File: src/design/vload_pkg.sv
`default_nettype none

package vload_pkg;

  ////////////////////////////////////////////////////////////
  // Bus and burst geometry
  ////////////////////////////////////////////////////////////

  localparam int ADDR_W          = 32;
  localparam int DATA_W          = 64;
  localparam int BYTES_PER_BEAT  = DATA_W / 8;
  // Largest burst the master issues, in beats
  localparam int BURST_BEATS     = 16;
  // Alignment and address step between bursts
  localparam int BURST_BYTES     = BURST_BEATS * BYTES_PER_BEAT;
  localparam int MAX_OUTSTANDING = 4;

  // Beat count of a transfer lives above the byte offset of a beat
  localparam int BEAT_CNT_W  = ADDR_W - $clog2(BYTES_PER_BEAT);
  // Burst count drops the beat-within-burst bits
  localparam int BURST_CNT_W = BEAT_CNT_W - $clog2(BURST_BEATS);
  // Vacancy runs 0 .. MAX_OUTSTANDING inclusive
  localparam int VAC_CNT_W   = $clog2(MAX_OUTSTANDING + 1);

  ////////////////////////////////////////////////////////////
  // Opcodes and register map
  ////////////////////////////////////////////////////////////

  typedef enum logic [1:0] {
    OP_NOP   = 2'd0,
    OP_VLE32 = 2'd1
  } vload_op_e;

  typedef enum logic [2:0] {
    CSR_ADDR     = 3'd0,
    CSR_LEN      = 3'd1,
    CSR_OP       = 3'd2,
    CSR_CTRL     = 3'd3,
    CSR_STATUS   = 3'd4,
    CSR_CHECKSUM = 3'd5,
    CSR_BEATS    = 3'd6
  } csr_addr_e;

  ////////////////////////////////////////////////////////////
  // Command and AXI channel payloads
  ////////////////////////////////////////////////////////////

  typedef struct packed {
    logic [ADDR_W-1:0] addr;
    logic [ADDR_W-1:0] len;  // bytes
  } vload_cmd_t;

  typedef struct packed {
    logic [ADDR_W-1:0] addr;
    logic [7:0]        len;  // beats minus one
  } axi_ar_t;

  typedef struct packed {
    logic [DATA_W-1:0] data;
    logic              last;
  } axi_r_t;

endpackage

`default_nettype wire

File: src/design/updown_counter.sv
`timescale 1ns/1ps
`default_nettype none

module updown_counter #(
  parameter int               WIDTH = 8,
  parameter logic [WIDTH-1:0] INIT  = '0
) (
  input  wire logic             aclk,
  input  wire logic             areset,
  input  wire logic             load,
  input  wire logic             incr,
  input  wire logic             decr,
  input  wire logic [WIDTH-1:0] load_value,
  output logic      [WIDTH-1:0] count,
  output logic                  is_zero
);

  ////////////////////////////////////////////////////////////
  // Count register
  ////////////////////////////////////////////////////////////

  // Load wins over any step
  // Incr and decr together leave the count as is
  always_ff @(posedge aclk) begin
    if (areset) begin
      count <= INIT;
    end else if (load) begin
      count <= load_value;
    end else if (incr && !decr) begin
      count <= count + 1'b1;
    end else if (decr && !incr) begin
      count <= count - 1'b1;
    end
  end

  // Zero flag straight off the register
  assign is_zero = (count == '0);

endmodule

`default_nettype wire

File: src/design/vload_csr.sv
`timescale 1ns/1ps
`default_nettype none

module vload_csr import vload_pkg::*; (
  input  wire logic                  aclk,
  input  wire logic                  areset,
  // Register port
  input  wire logic                  reg_wr,
  input  wire csr_addr_e             reg_addr,
  input  wire logic [31:0]           reg_wdata,
  output logic      [31:0]           reg_rdata,
  // Command to the read master
  output logic                       start,
  output vload_cmd_t                 cmd,
  output logic                       accept_data,
  input  wire logic                  done,
  // Results from the accumulator
  input  wire logic [31:0]           checksum,
  input  wire logic [BEAT_CNT_W-1:0] beats
);

  ////////////////////////////////////////////////////////////
  // Register state
  ////////////////////////////////////////////////////////////

  logic [ADDR_W-1:0] addr_q;
  logic [ADDR_W-1:0] len_q;
  vload_op_e         op_q;
  logic              busy_q;
  logic              done_q;
  logic              ctrl_go;

  // Go bit written while nothing is running
  assign ctrl_go = reg_wr && (reg_addr == CSR_CTRL) && reg_wdata[0] && !busy_q;

  // Address and length of the next transfer
  always_ff @(posedge aclk) begin
    if (reg_wr && (reg_addr == CSR_ADDR)) begin
      addr_q <= reg_wdata;
    end
    if (reg_wr && (reg_addr == CSR_LEN)) begin
      len_q <= reg_wdata;
    end
  end

  // Opcode comes up as NOP
  always_ff @(posedge aclk) begin
    if (areset) begin
      op_q <= OP_NOP;
    end else if (reg_wr && (reg_addr == CSR_OP)) begin
      op_q <= vload_op_e'(reg_wdata[1:0]);
    end
  end

  ////////////////////////////////////////////////////////////
  // Start pulse and status
  ////////////////////////////////////////////////////////////

  // Busy rises with the accepted write, so a second write one
  // cycle later already sees it
  always_ff @(posedge aclk) begin
    if (areset) begin
      start  <= 1'b0;
      busy_q <= 1'b0;
      done_q <= 1'b0;
    end else begin
      start <= ctrl_go;
      if (ctrl_go) begin
        busy_q <= 1'b1;
      end else if (done) begin
        busy_q <= 1'b0;
      end
      // Sticky done, cleared by the next start
      if (start) begin
        done_q <= 1'b0;
      end else if (done) begin
        done_q <= 1'b1;
      end
    end
  end

  assign cmd.addr    = addr_q;
  assign cmd.len     = len_q;
  // Read data only drains under the load opcode
  assign accept_data = (op_q == OP_VLE32);

  ////////////////////////////////////////////////////////////
  // Readback
  ////////////////////////////////////////////////////////////

  always_comb begin
    case (reg_addr)
      CSR_ADDR:     reg_rdata = addr_q;
      CSR_LEN:      reg_rdata = len_q;
      CSR_OP:       reg_rdata = {30'd0, op_q};
      CSR_STATUS:   reg_rdata = {30'd0, done_q, busy_q};
      CSR_CHECKSUM: reg_rdata = checksum;
      CSR_BEATS:    reg_rdata = {{(32-BEAT_CNT_W){1'b0}}, beats};
      default:      reg_rdata = 32'd0;  // CTRL reads back as zero
    endcase
  end

endmodule

`default_nettype wire

File: src/design/hbm_read_master.sv
`timescale 1ns/1ps
`default_nettype none

module hbm_read_master import vload_pkg::*; (
  input  wire logic       aclk,
  input  wire logic       areset,
  // Command side
  input  wire logic       start,
  input  wire vload_cmd_t cmd,
  input  wire logic       accept_data,
  output logic            done,
  // AXI4 read address channel
  output logic            arvalid,
  input  wire logic       arready,
  output axi_ar_t         ar,
  // AXI4 read data channel
  input  wire logic       rvalid,
  output logic            rready,
  input  wire axi_r_t     r,
  // Accepted beats to the accumulator
  output logic            beat_valid,
  output axi_r_t          beat
);

  ////////////////////////////////////////////////////////////
  // Command latch and precompute
  ////////////////////////////////////////////////////////////

  logic [BEAT_CNT_W-1:0]            total_len_r;   // beats minus one
  logic [ADDR_W-1:0]                addr_offset_r;
  logic                             launch;
  logic [BURST_CNT_W-1:0]           num_bursts;    // bursts minus one
  logic [$clog2(BURST_BEATS)-1:0]   final_burst_len;

  // Cycle 1 after start rounds length up to whole beats and aligns the address
  always_ff @(posedge aclk) begin
    if (start) begin
      if (cmd.len[$clog2(BYTES_PER_BEAT)-1:0] != '0) begin
        total_len_r <= cmd.len[$clog2(BYTES_PER_BEAT) +: BEAT_CNT_W];
      end else begin
        total_len_r <= cmd.len[$clog2(BYTES_PER_BEAT) +: BEAT_CNT_W] - 1'b1;
      end
      addr_offset_r <= cmd.addr & ~ADDR_W'(BURST_BYTES - 1);
    end
  end

  always_ff @(posedge aclk) begin
    if (areset) begin
      launch <= 1'b0;
    end else begin
      launch <= start;
    end
  end

  // Burst count is the upper part of the beat count
  assign num_bursts = total_len_r[$clog2(BURST_BEATS) +: BURST_CNT_W];

  // Cycle 2 latches the partial length of the final burst
  always_ff @(posedge aclk) begin
    if (launch) begin
      final_burst_len <= total_len_r[$clog2(BURST_BEATS)-1:0];
    end
  end

  ////////////////////////////////////////////////////////////
  // Read address channel
  ////////////////////////////////////////////////////////////

  logic                   ar_idle;
  logic                   arxfer;
  logic                   ar_final;
  logic                   stall_ar;
  logic                   rxfer;
  logic                   r_completed;
  logic [ADDR_W-1:0]      addr_r;

  assign arxfer = arvalid && arready;

  // Nothing left to issue once the last burst address is taken
  always_ff @(posedge aclk) begin
    if (areset) begin
      ar_idle <= 1'b1;
    end else if (launch) begin
      ar_idle <= 1'b0;
    end else if (ar_final && arxfer) begin
      ar_idle <= 1'b1;
    end
  end

  // Raise from low only, so every accepted address leaves a gap cycle
  always_ff @(posedge aclk) begin
    if (areset) begin
      arvalid <= 1'b0;
    end else if (!ar_idle && !stall_ar && !arvalid) begin
      arvalid <= 1'b1;
    end else if (arready) begin
      arvalid <= 1'b0;
    end
  end

  // Next burst address
  always_ff @(posedge aclk) begin
    if (launch) begin
      addr_r <= addr_offset_r;
    end else if (arxfer) begin
      addr_r <= addr_r + ADDR_W'(BURST_BYTES);
    end
  end

  // Full bursts except the final one
  always_comb begin
    ar.addr = addr_r;
    ar.len  = ar_final ? 8'(final_burst_len) : 8'(BURST_BEATS - 1);
  end

  // Bursts still to issue with zero marking the final one
  updown_counter #(
    .WIDTH (BURST_CNT_W),
    .INIT  ('0)
  ) ar_burst_cnt (
    .aclk       (aclk),
    .areset     (areset),
    .load       (launch),
    .incr       (1'b0),
    .decr       (arxfer),
    .load_value (num_bursts),
    .count      (),
    .is_zero    (ar_final)
  );

  // Free slots for outstanding bursts
  updown_counter #(
    .WIDTH (VAC_CNT_W),
    .INIT  (VAC_CNT_W'(MAX_OUTSTANDING))
  ) vacancy_cnt (
    .aclk       (aclk),
    .areset     (areset),
    .load       (1'b0),
    .incr       (r_completed),
    .decr       (arxfer),
    .load_value ('0),
    .count      (),
    .is_zero    (stall_ar)
  );

  ////////////////////////////////////////////////////////////
  // Read data channel
  ////////////////////////////////////////////////////////////

  logic                   r_final;

  // Acceptance is a plain level from the opcode
  assign rready      = accept_data;
  assign rxfer       = rvalid && rready;
  assign r_completed = rxfer && r.last;

  assign beat_valid = rxfer;
  assign beat       = r;

  // Bursts still to complete
  updown_counter #(
    .WIDTH (BURST_CNT_W),
    .INIT  ('0)
  ) r_burst_cnt (
    .aclk       (aclk),
    .areset     (areset),
    .load       (launch),
    .incr       (1'b0),
    .decr       (r_completed),
    .load_value (num_bursts),
    .count      (),
    .is_zero    (r_final)
  );

  // One cycle after the last beat of the final burst
  always_ff @(posedge aclk) begin
    if (areset) begin
      done <= 1'b0;
    end else begin
      done <= r_completed && r_final;
    end
  end

endmodule

`default_nettype wire

File: src/design/beat_accumulator.sv
`timescale 1ns/1ps
`default_nettype none

module beat_accumulator import vload_pkg::*; (
  input  wire logic                  aclk,
  input  wire logic                  areset,
  input  wire logic                  start,
  input  wire logic                  beat_valid,
  input  wire axi_r_t                beat,
  output logic      [31:0]           checksum,
  output logic      [BEAT_CNT_W-1:0] beats
);

  ////////////////////////////////////////////////////////////
  // Lane sum
  ////////////////////////////////////////////////////////////

  logic [31:0] lane_sum;

  // Both 32-bit lanes of the beat, wrapping
  assign lane_sum = beat.data[0 +: 32] + beat.data[32 +: 32];

  ////////////////////////////////////////////////////////////
  // Running totals
  ////////////////////////////////////////////////////////////

  // A new transfer starts from zero
  always_ff @(posedge aclk) begin
    if (areset) begin
      checksum <= '0;
      beats    <= '0;
    end else if (start) begin
      checksum <= '0;
      beats    <= '0;
    end else if (beat_valid) begin
      checksum <= checksum + lane_sum;
      beats    <= beats + 1'b1;
    end
  end

endmodule

`default_nettype wire

File: src/design/vload_top.sv
`timescale 1ns/1ps
`default_nettype none

module vload_top import vload_pkg::*; (
  input  wire logic        aclk,
  input  wire logic        areset,
  // Register port
  input  wire logic        reg_wr,
  input  wire csr_addr_e   reg_addr,
  input  wire logic [31:0] reg_wdata,
  output logic      [31:0] reg_rdata,
  // AXI4 read address channel
  output logic             arvalid,
  input  wire logic        arready,
  output axi_ar_t          ar,
  // AXI4 read data channel
  input  wire logic        rvalid,
  output logic             rready,
  input  wire axi_r_t      r
);

  ////////////////////////////////////////////////////////////
  // Internal nets
  ////////////////////////////////////////////////////////////

  logic                  start;
  logic                  done;
  logic                  accept_data;
  vload_cmd_t            cmd;
  logic                  beat_valid;
  axi_r_t                beat;
  logic [31:0]           checksum;
  logic [BEAT_CNT_W-1:0] beats;

  ////////////////////////////////////////////////////////////
  // Instances
  ////////////////////////////////////////////////////////////

  vload_csr csr0 (
    .aclk        (aclk),
    .areset      (areset),
    .reg_wr      (reg_wr),
    .reg_addr    (reg_addr),
    .reg_wdata   (reg_wdata),
    .reg_rdata   (reg_rdata),
    .start       (start),
    .cmd         (cmd),
    .accept_data (accept_data),
    .done        (done),
    .checksum    (checksum),
    .beats       (beats)
  );

  hbm_read_master master0 (
    .aclk        (aclk),
    .areset      (areset),
    .start       (start),
    .cmd         (cmd),
    .accept_data (accept_data),
    .done        (done),
    .arvalid     (arvalid),
    .arready     (arready),
    .ar          (ar),
    .rvalid      (rvalid),
    .rready      (rready),
    .r           (r),
    .beat_valid  (beat_valid),
    .beat        (beat)
  );

  // Folds every accepted beat into the checksum
  beat_accumulator acc0 (
    .aclk       (aclk),
    .areset     (areset),
    .start      (start),
    .beat_valid (beat_valid),
    .beat       (beat),
    .checksum   (checksum),
    .beats      (beats)
  );

endmodule

`default_nettype wire

File: config.mk
export PLATFORM = sky130hd
export DESIGN_NAME = vload_top
export DESIGN_NICKNAME = d
export VERILOG_FILES = /design/src/design/vload_pkg.sv /design/src/design/updown_counter.sv /design/src/design/vload_csr.sv /design/src/design/hbm_read_master.sv /design/src/design/beat_accumulator.sv /design/src/design/vload_top.sv
export SDC_FILE = /design/constraint.sdc
export NUM_CORES = 1
export LEC_CHECK = 0
export BUFFER_PORTS_ARGS = -buffer_cell sky130_fd_sc_hd__buf_2
export CORE_ASPECT_RATIO = 0.75
export CORE_MARGIN = 5
export CORE_UTILIZATION = 60
export CTS_CLUSTER_DIAMETER = 200
export DETAILED_ROUTE_END_ITERATION = 8
export PLACE_DENSITY = 0.84
export SYNTH_ARGS = -nofsm -noshare
export SYNTH_HDL_FRONTEND = slang
export SYNTH_SLANG_ARGS = --single-unit
File: constraint.sdc
create_clock -name aclk -period 6.5 [get_ports aclk]
set_clock_uncertainty 0.2 [all_clocks]
set_input_delay 0.975 -clock aclk [delete_from_list [all_inputs] [get_ports aclk]]
set_output_delay 0.975 -clock aclk [all_outputs]
set_load 0.005 [all_outputs]
# Word-level counts from Yosys, hierarchy flattened
# Cells that the tools add are included.
# totals
elab_cells,86
register_bits,277
inputBits,105
# classes
n_eq_ne,7
addsub,9
reduce_logical,33
muxes,17
# ops
operator,count
32-bit case mux with 6 select lines,1
25-bit two-way mux,4
32-bit adder,2
32-bit two-way mux,2
25-bit logical NOT,2
25-bit by 1-bit subtractor with 25-bit output (second input constant),2
32-bit by 8-bit adder with 32-bit output (second input constant),1
29-bit by 1-bit adder with 29-bit output (second input constant),1
29-bit two-way mux,1
29-bit by 1-bit subtractor with 29-bit output (second input constant),1
1-bit logical AND,15
2-bit nonzero test,6
3-bit equality test (second input constant),3
3-bit by 2-bit equality test with 1-bit output (second input constant),2
1-bit logical NOT,6
3-bit logical NOT,2
1-bit two-way mux,6
3-bit two-way mux,2
4-bit two-way mux,1
3-bit by 1-bit adder with 3-bit output (second input constant),1
3-bit by 1-bit equality test with 1-bit output (second input constant),1
3-bit nonzero test,1
3-bit by 1-bit subtractor with 3-bit output (second input constant),1
2-bit by 1-bit equality test with 1-bit output (second input constant),1
2-bit OR reduction,1

# Longest topological paths before layout
# depth
ltp_word,7
depth_mapped,12
ltp_nobuf,12

# Cells and area by module
# A second synthesis with hierarchy kept.
# unflattened
hier_cells,1787
hier_area_um2,17402.9
# by_module_without_submodules
mod,seq_area_each_um2,instances,area_each_um2,cells_each
beat_accumulator,1221.2,1,4728.3,539
hbm_read_master,2572.5,1,4579.4,394
vload_csr,2021.9,1,3221.8,236
updown_counter at master0.ar_burst_cnt,500.5,1,2378.5,302
updown_counter at master0.r_burst_cnt,500.5,1,2298.5,296
updown_counter at master0.vacancy_cnt,60.1,1,196.4,20

# Worst setup path after synthesis
# No wires, ideal clock.
# synth_timing
path_type,in2reg
start,in r[2] (netlist name)
end,reg acc0.checksum[31]
path_slack_ps,2563
t_arrival_ps,3665
path_buffers,0
required_ps,6228
cell_stages,10
cell_sequence,fa_1 ha_1 fa_1 a21oi_1 o21ai_0 a21oi_1 nor4_1 or4b_2 o211ai_1 mux2i_1
# synth_via
elab_chain_len,2
# synth_rtl
element,line,text
start: declaration,vload_top.sv:19,input wire axi_r_t r
32-bit adder,beat_accumulator.sv:21,assign lane_sum = beat.data[0 +: 32] + beat.data[32 +: 32];
32-bit adder,beat_accumulator.sv:36,checksum <= checksum + lane_sum;
end signal: assignment,beat_accumulator.sv:36,
end: declaration,beat_accumulator.sv:10,"output logic [31:0] checksum,"
# Every way passes these cells.
# A chain may end at the register's enable or synchronous reset.

# Final worst setup path
# layout_timing
start,in r[2] (netlist name)
end,reg acc0.checksum[27]
# The elaborated chain is that of the path after synthesis.

==> flow_metrics.env <==
export IMPL_yosysTopAreaCell="edfxtp_1"
export IMPL_dieArea_um2=26900
export IMPL_grt_pass1_vias=10978
export IMPL_critPathLaunchType="input port"
export IMPL_cts_buffers=25
export IMPL_drcViolationCount=0
export IMPL_rows=48
export IMPL_hp_class="flip-flop to flip-flop"
export IMPL_syn_area_um2=14200
export IMPL_power_share_clock_pct=38.6
export IMPL_ys_types=67
export IMPL_cts_setup_buffers=0
export IMPL_yosysWarnings=0
export IMPL_fp_coreArea_um2=23200
export IMPL_cts_tree="built"
export IMPL_routed_wl_mm=37.1
export IMPL_vias_per_cell=6.10
export IMPL_yosysMostFrequentCell="nand2_1"
export IMPL_synth_area_leaders="edfxtp_1 31%, dfxtp_1 17%, fa_1 4.6%"
export IMPL_status="finished clean"
export IMPL_portBuffers=167
export IMPL_place_congestion=0.922
export IMPL_cts_root_buf="clkbuf_16"
export IMPL_swShare_pct=24.6
export IMPL_grt_use_total_pct=26.8
export IMPL_fillers=1740
export IMPL_grt_max_degree=70
export IMPL_synth_edf_count=147
export IMPL_stdcell_area_um2=16100
export IMPL_critPathKind="input port to flip-flop"
export IMPL_cts_repair_resized=0
export IMPL_p_per_area_nw_per_um2=231
export IMPL_fin_cells=1863
export IMPL_maxCapViolations=0
export IMPL_max_slew_margin_pct=19.5
export IMPL_worst_r2r_cell_count=12
export IMPL_rsz0062_at_grt="no"
export IMPL_yosys_top_cells_count="151 x nand2_1, 147 x edfxtp_1, 123 x dfxtp_1"
export IMPL_power_leakage_nw=6.13
export IMPL_dp_cells=1814
export IMPL_layout_min_cycle_time_ns=4.23
export IMPL_ctsLongestPathBuffers=3
export IMPL_synth_async_sr_flop_share_pct=0
export IMPL_dpl_instance_area_um2=15300
export IMPL_arrival_ns=4.50
export IMPL_seqPwrFrac_pct=49.5
export IMPL_clkSinkCount=270
export IMPL_drv_slew=0
export IMPL_io_pins=179
export IMPL_area_growth_pct=13.1
export IMPL_synthCells=1392
export IMPL_htreeDepth=1
export IMPL_initial_core_util_pct=61.3
export IMPL_setup_viol_count_final=0
export IMPL_num_vias=11368
export IMPL_cts_hold_buffers=0
export IMPL_required_ns=6.77
export IMPL_fin_tns_setup_ns=0
export IMPL_crit_fanout=5
export IMPL_synth_seq_cells=270
export IMPL_hold_depth=0
export IMPL_endpoint_kind="flip-flop"
export IMPL_design_power_total_mw=3.71
export IMPL_ant_nets=0
export IMPL_first_pass_iters=6
export IMPL_hold_viol_final=0
export IMPL_synthFlopType="edfxtp_1"
export IMPL_antenna_found_initial=5
export IMPL_p_int_mw=2.80
export IMPL_die_h_um=143
export IMPL_fin_crit_sh_pct=65.1
export IMPL_p_comb_share_pct=11.9
export IMPL_overflow=0
export IMPL_p_switching_mw=0.913
export IMPL_clk_latency_ns=0.53
export IMPL_whs_ns=0.218
export IMPL_synth_seq_area_share_pct=48.4
export IMPL_synth_top_cell_area_share_pct=31.1
export IMPL_dp_hpwl_mm=27.5
export IMPL_drive_gt1_share_pct=15.5
export IMPL_vdd_ir_drop_worst_v=0.000201
export IMPL_fmax_mhz=236
export IMPL_fin_nets=1715
export IMPL_grt_pass1_wl_mm=58.1
export IMPL_drt_iter0_markers=1179
export IMPL_clkSlewWorstSetupHoldPaths_ns=0.07
export IMPL_wire_per_inst_um=19.9
export IMPL_die_x_um=188
export IMPL_syn_avg_cell_area_um2=10.2
export IMPL_max_slew_worst_pin_slew_ns=1.20
metal layers:
layer	wire [um]	up-vias	track usage [%]
met1	15900	5395	38.1
met2	16100	575	41.1
met5	27	-	0
li1	-	5325	-
met3	4210	69	7.97
met4	891	4	6.56
path summary, 6_finish.rpt:
kind,start,end,slack (ns)
setup / recovery,r[2],acc0.checksum[27]$_SDFFE_PP0P_,2.27
hold / removal,master0.total_len_r[3]$_DFFE_PP_,master0.final_burst_len[3]$_DFFE_PP_,0.22
setup reg to reg,acc0.checksum[0]$_SDFFE_PP0P_,acc0.checksum[27]$_SDFFE_PP0P_,2.37
hold reg to reg,master0.total_len_r[3]$_DFFE_PP_,master0.final_burst_len[3]$_DFFE_PP_,0.22
cell families (layout without fill, tap and decap cells):
logic type               after synthesis  count (layout)  synth area share, %
flip-flops                           270             270                 48.4
other                                  1              15               0.0264
adder cells (fa/ha/maj)               69              69                 7.82
AND/OR/NAND/NOR                      480             480                 16.8
buffers and inverters                103             260                 3.01
XOR/XNOR                             137             137                 8.44
multiplexers                          15              15                 1.17
AO/OA/AOI/OAI                        317             317                 14.4
critical path, stage by stage:
cell	delay, ns
buf_2	0.11
fa_1	0.56
ha_1	0.21
fa_1	0.22
a21oi_1	0.09
o21ai_0	0.42
a21oi_1	0.28
nor4_1	1.05
o21bai_1	0.18
a211o_1	0.34
nand3_1	0.07
layout by cell type (no fill, tap or decap), drive strengths merged, types with 16 or more instances in the layout:
master,instances
nand3,37
and2,16
clkbuf,36
fa,33
a21o,16
inv,35
buf,180
o21ai,61
a21boi,23
nand4,24
nor4,17
a211oi,20
a22oi,56
nor2,114
dfxtp,123
xor2,65
ha,36
or3,17
nor3,31
xnor2,72
edfxtp,147
nand2,151
a21oi,82
flip-flops by register name, indices dropped and copies added, names as in the netlist, 2 cells and up:
name	flops
acc0.checksum	32
csr0.op_q	2
master0.ar_burst_cnt.count	25
master0.addr_offset_r	25
master0.addr_r	25
master0.r_burst_cnt.count	25
csr0.addr_q	32
csr0.len_q	32
acc0.beats	29
master0.final_burst_len	4
master0.total_len_r	29
master0.vacancy_cnt.count	3
layout make-up:
type                    count  area (um2)  area share (%)
diodes                      4        10.0          0.0623
clock buffers              36         717            4.46
clock inverters             9        72.6           0.452
inverters                  35         131           0.818
multi-input cells        1029        6950            43.3
flip-flops and latches    270        6880            42.8
well taps                 300         375            2.34
repair buffers            180         933            5.81
per-stage QoR:
step / utilization [%] / setup WS (ns)
2_1_floorplan: - / 2.56
3_3_place_gp: 65.9 / 2.02
3_5_place_dp: 65.9 / 1.97
4_1_cts: 69.3 / 2.36
5_1_grt: 69.3 / 2.20
6_report: 69.3 / 2.27
power by group through the flow:
| stage | logic [mW] | registers (mW) | clock network (mW) |
|---|---|---|---|
| after global placement | 0.423 | 1.87 | 0 |
| final | 0.443 | 1.84 | 1.43 |
| after detailed placement | 0.434 | 1.87 | 0 |
| after global routing | 0.489 | 1.84 | 1.51 |
| after floorplan | 0.297 | 1.87 | 0 |
| after CTS | 0.436 | 1.84 | 1.44 |
Power figures use the tool's default switching activity.
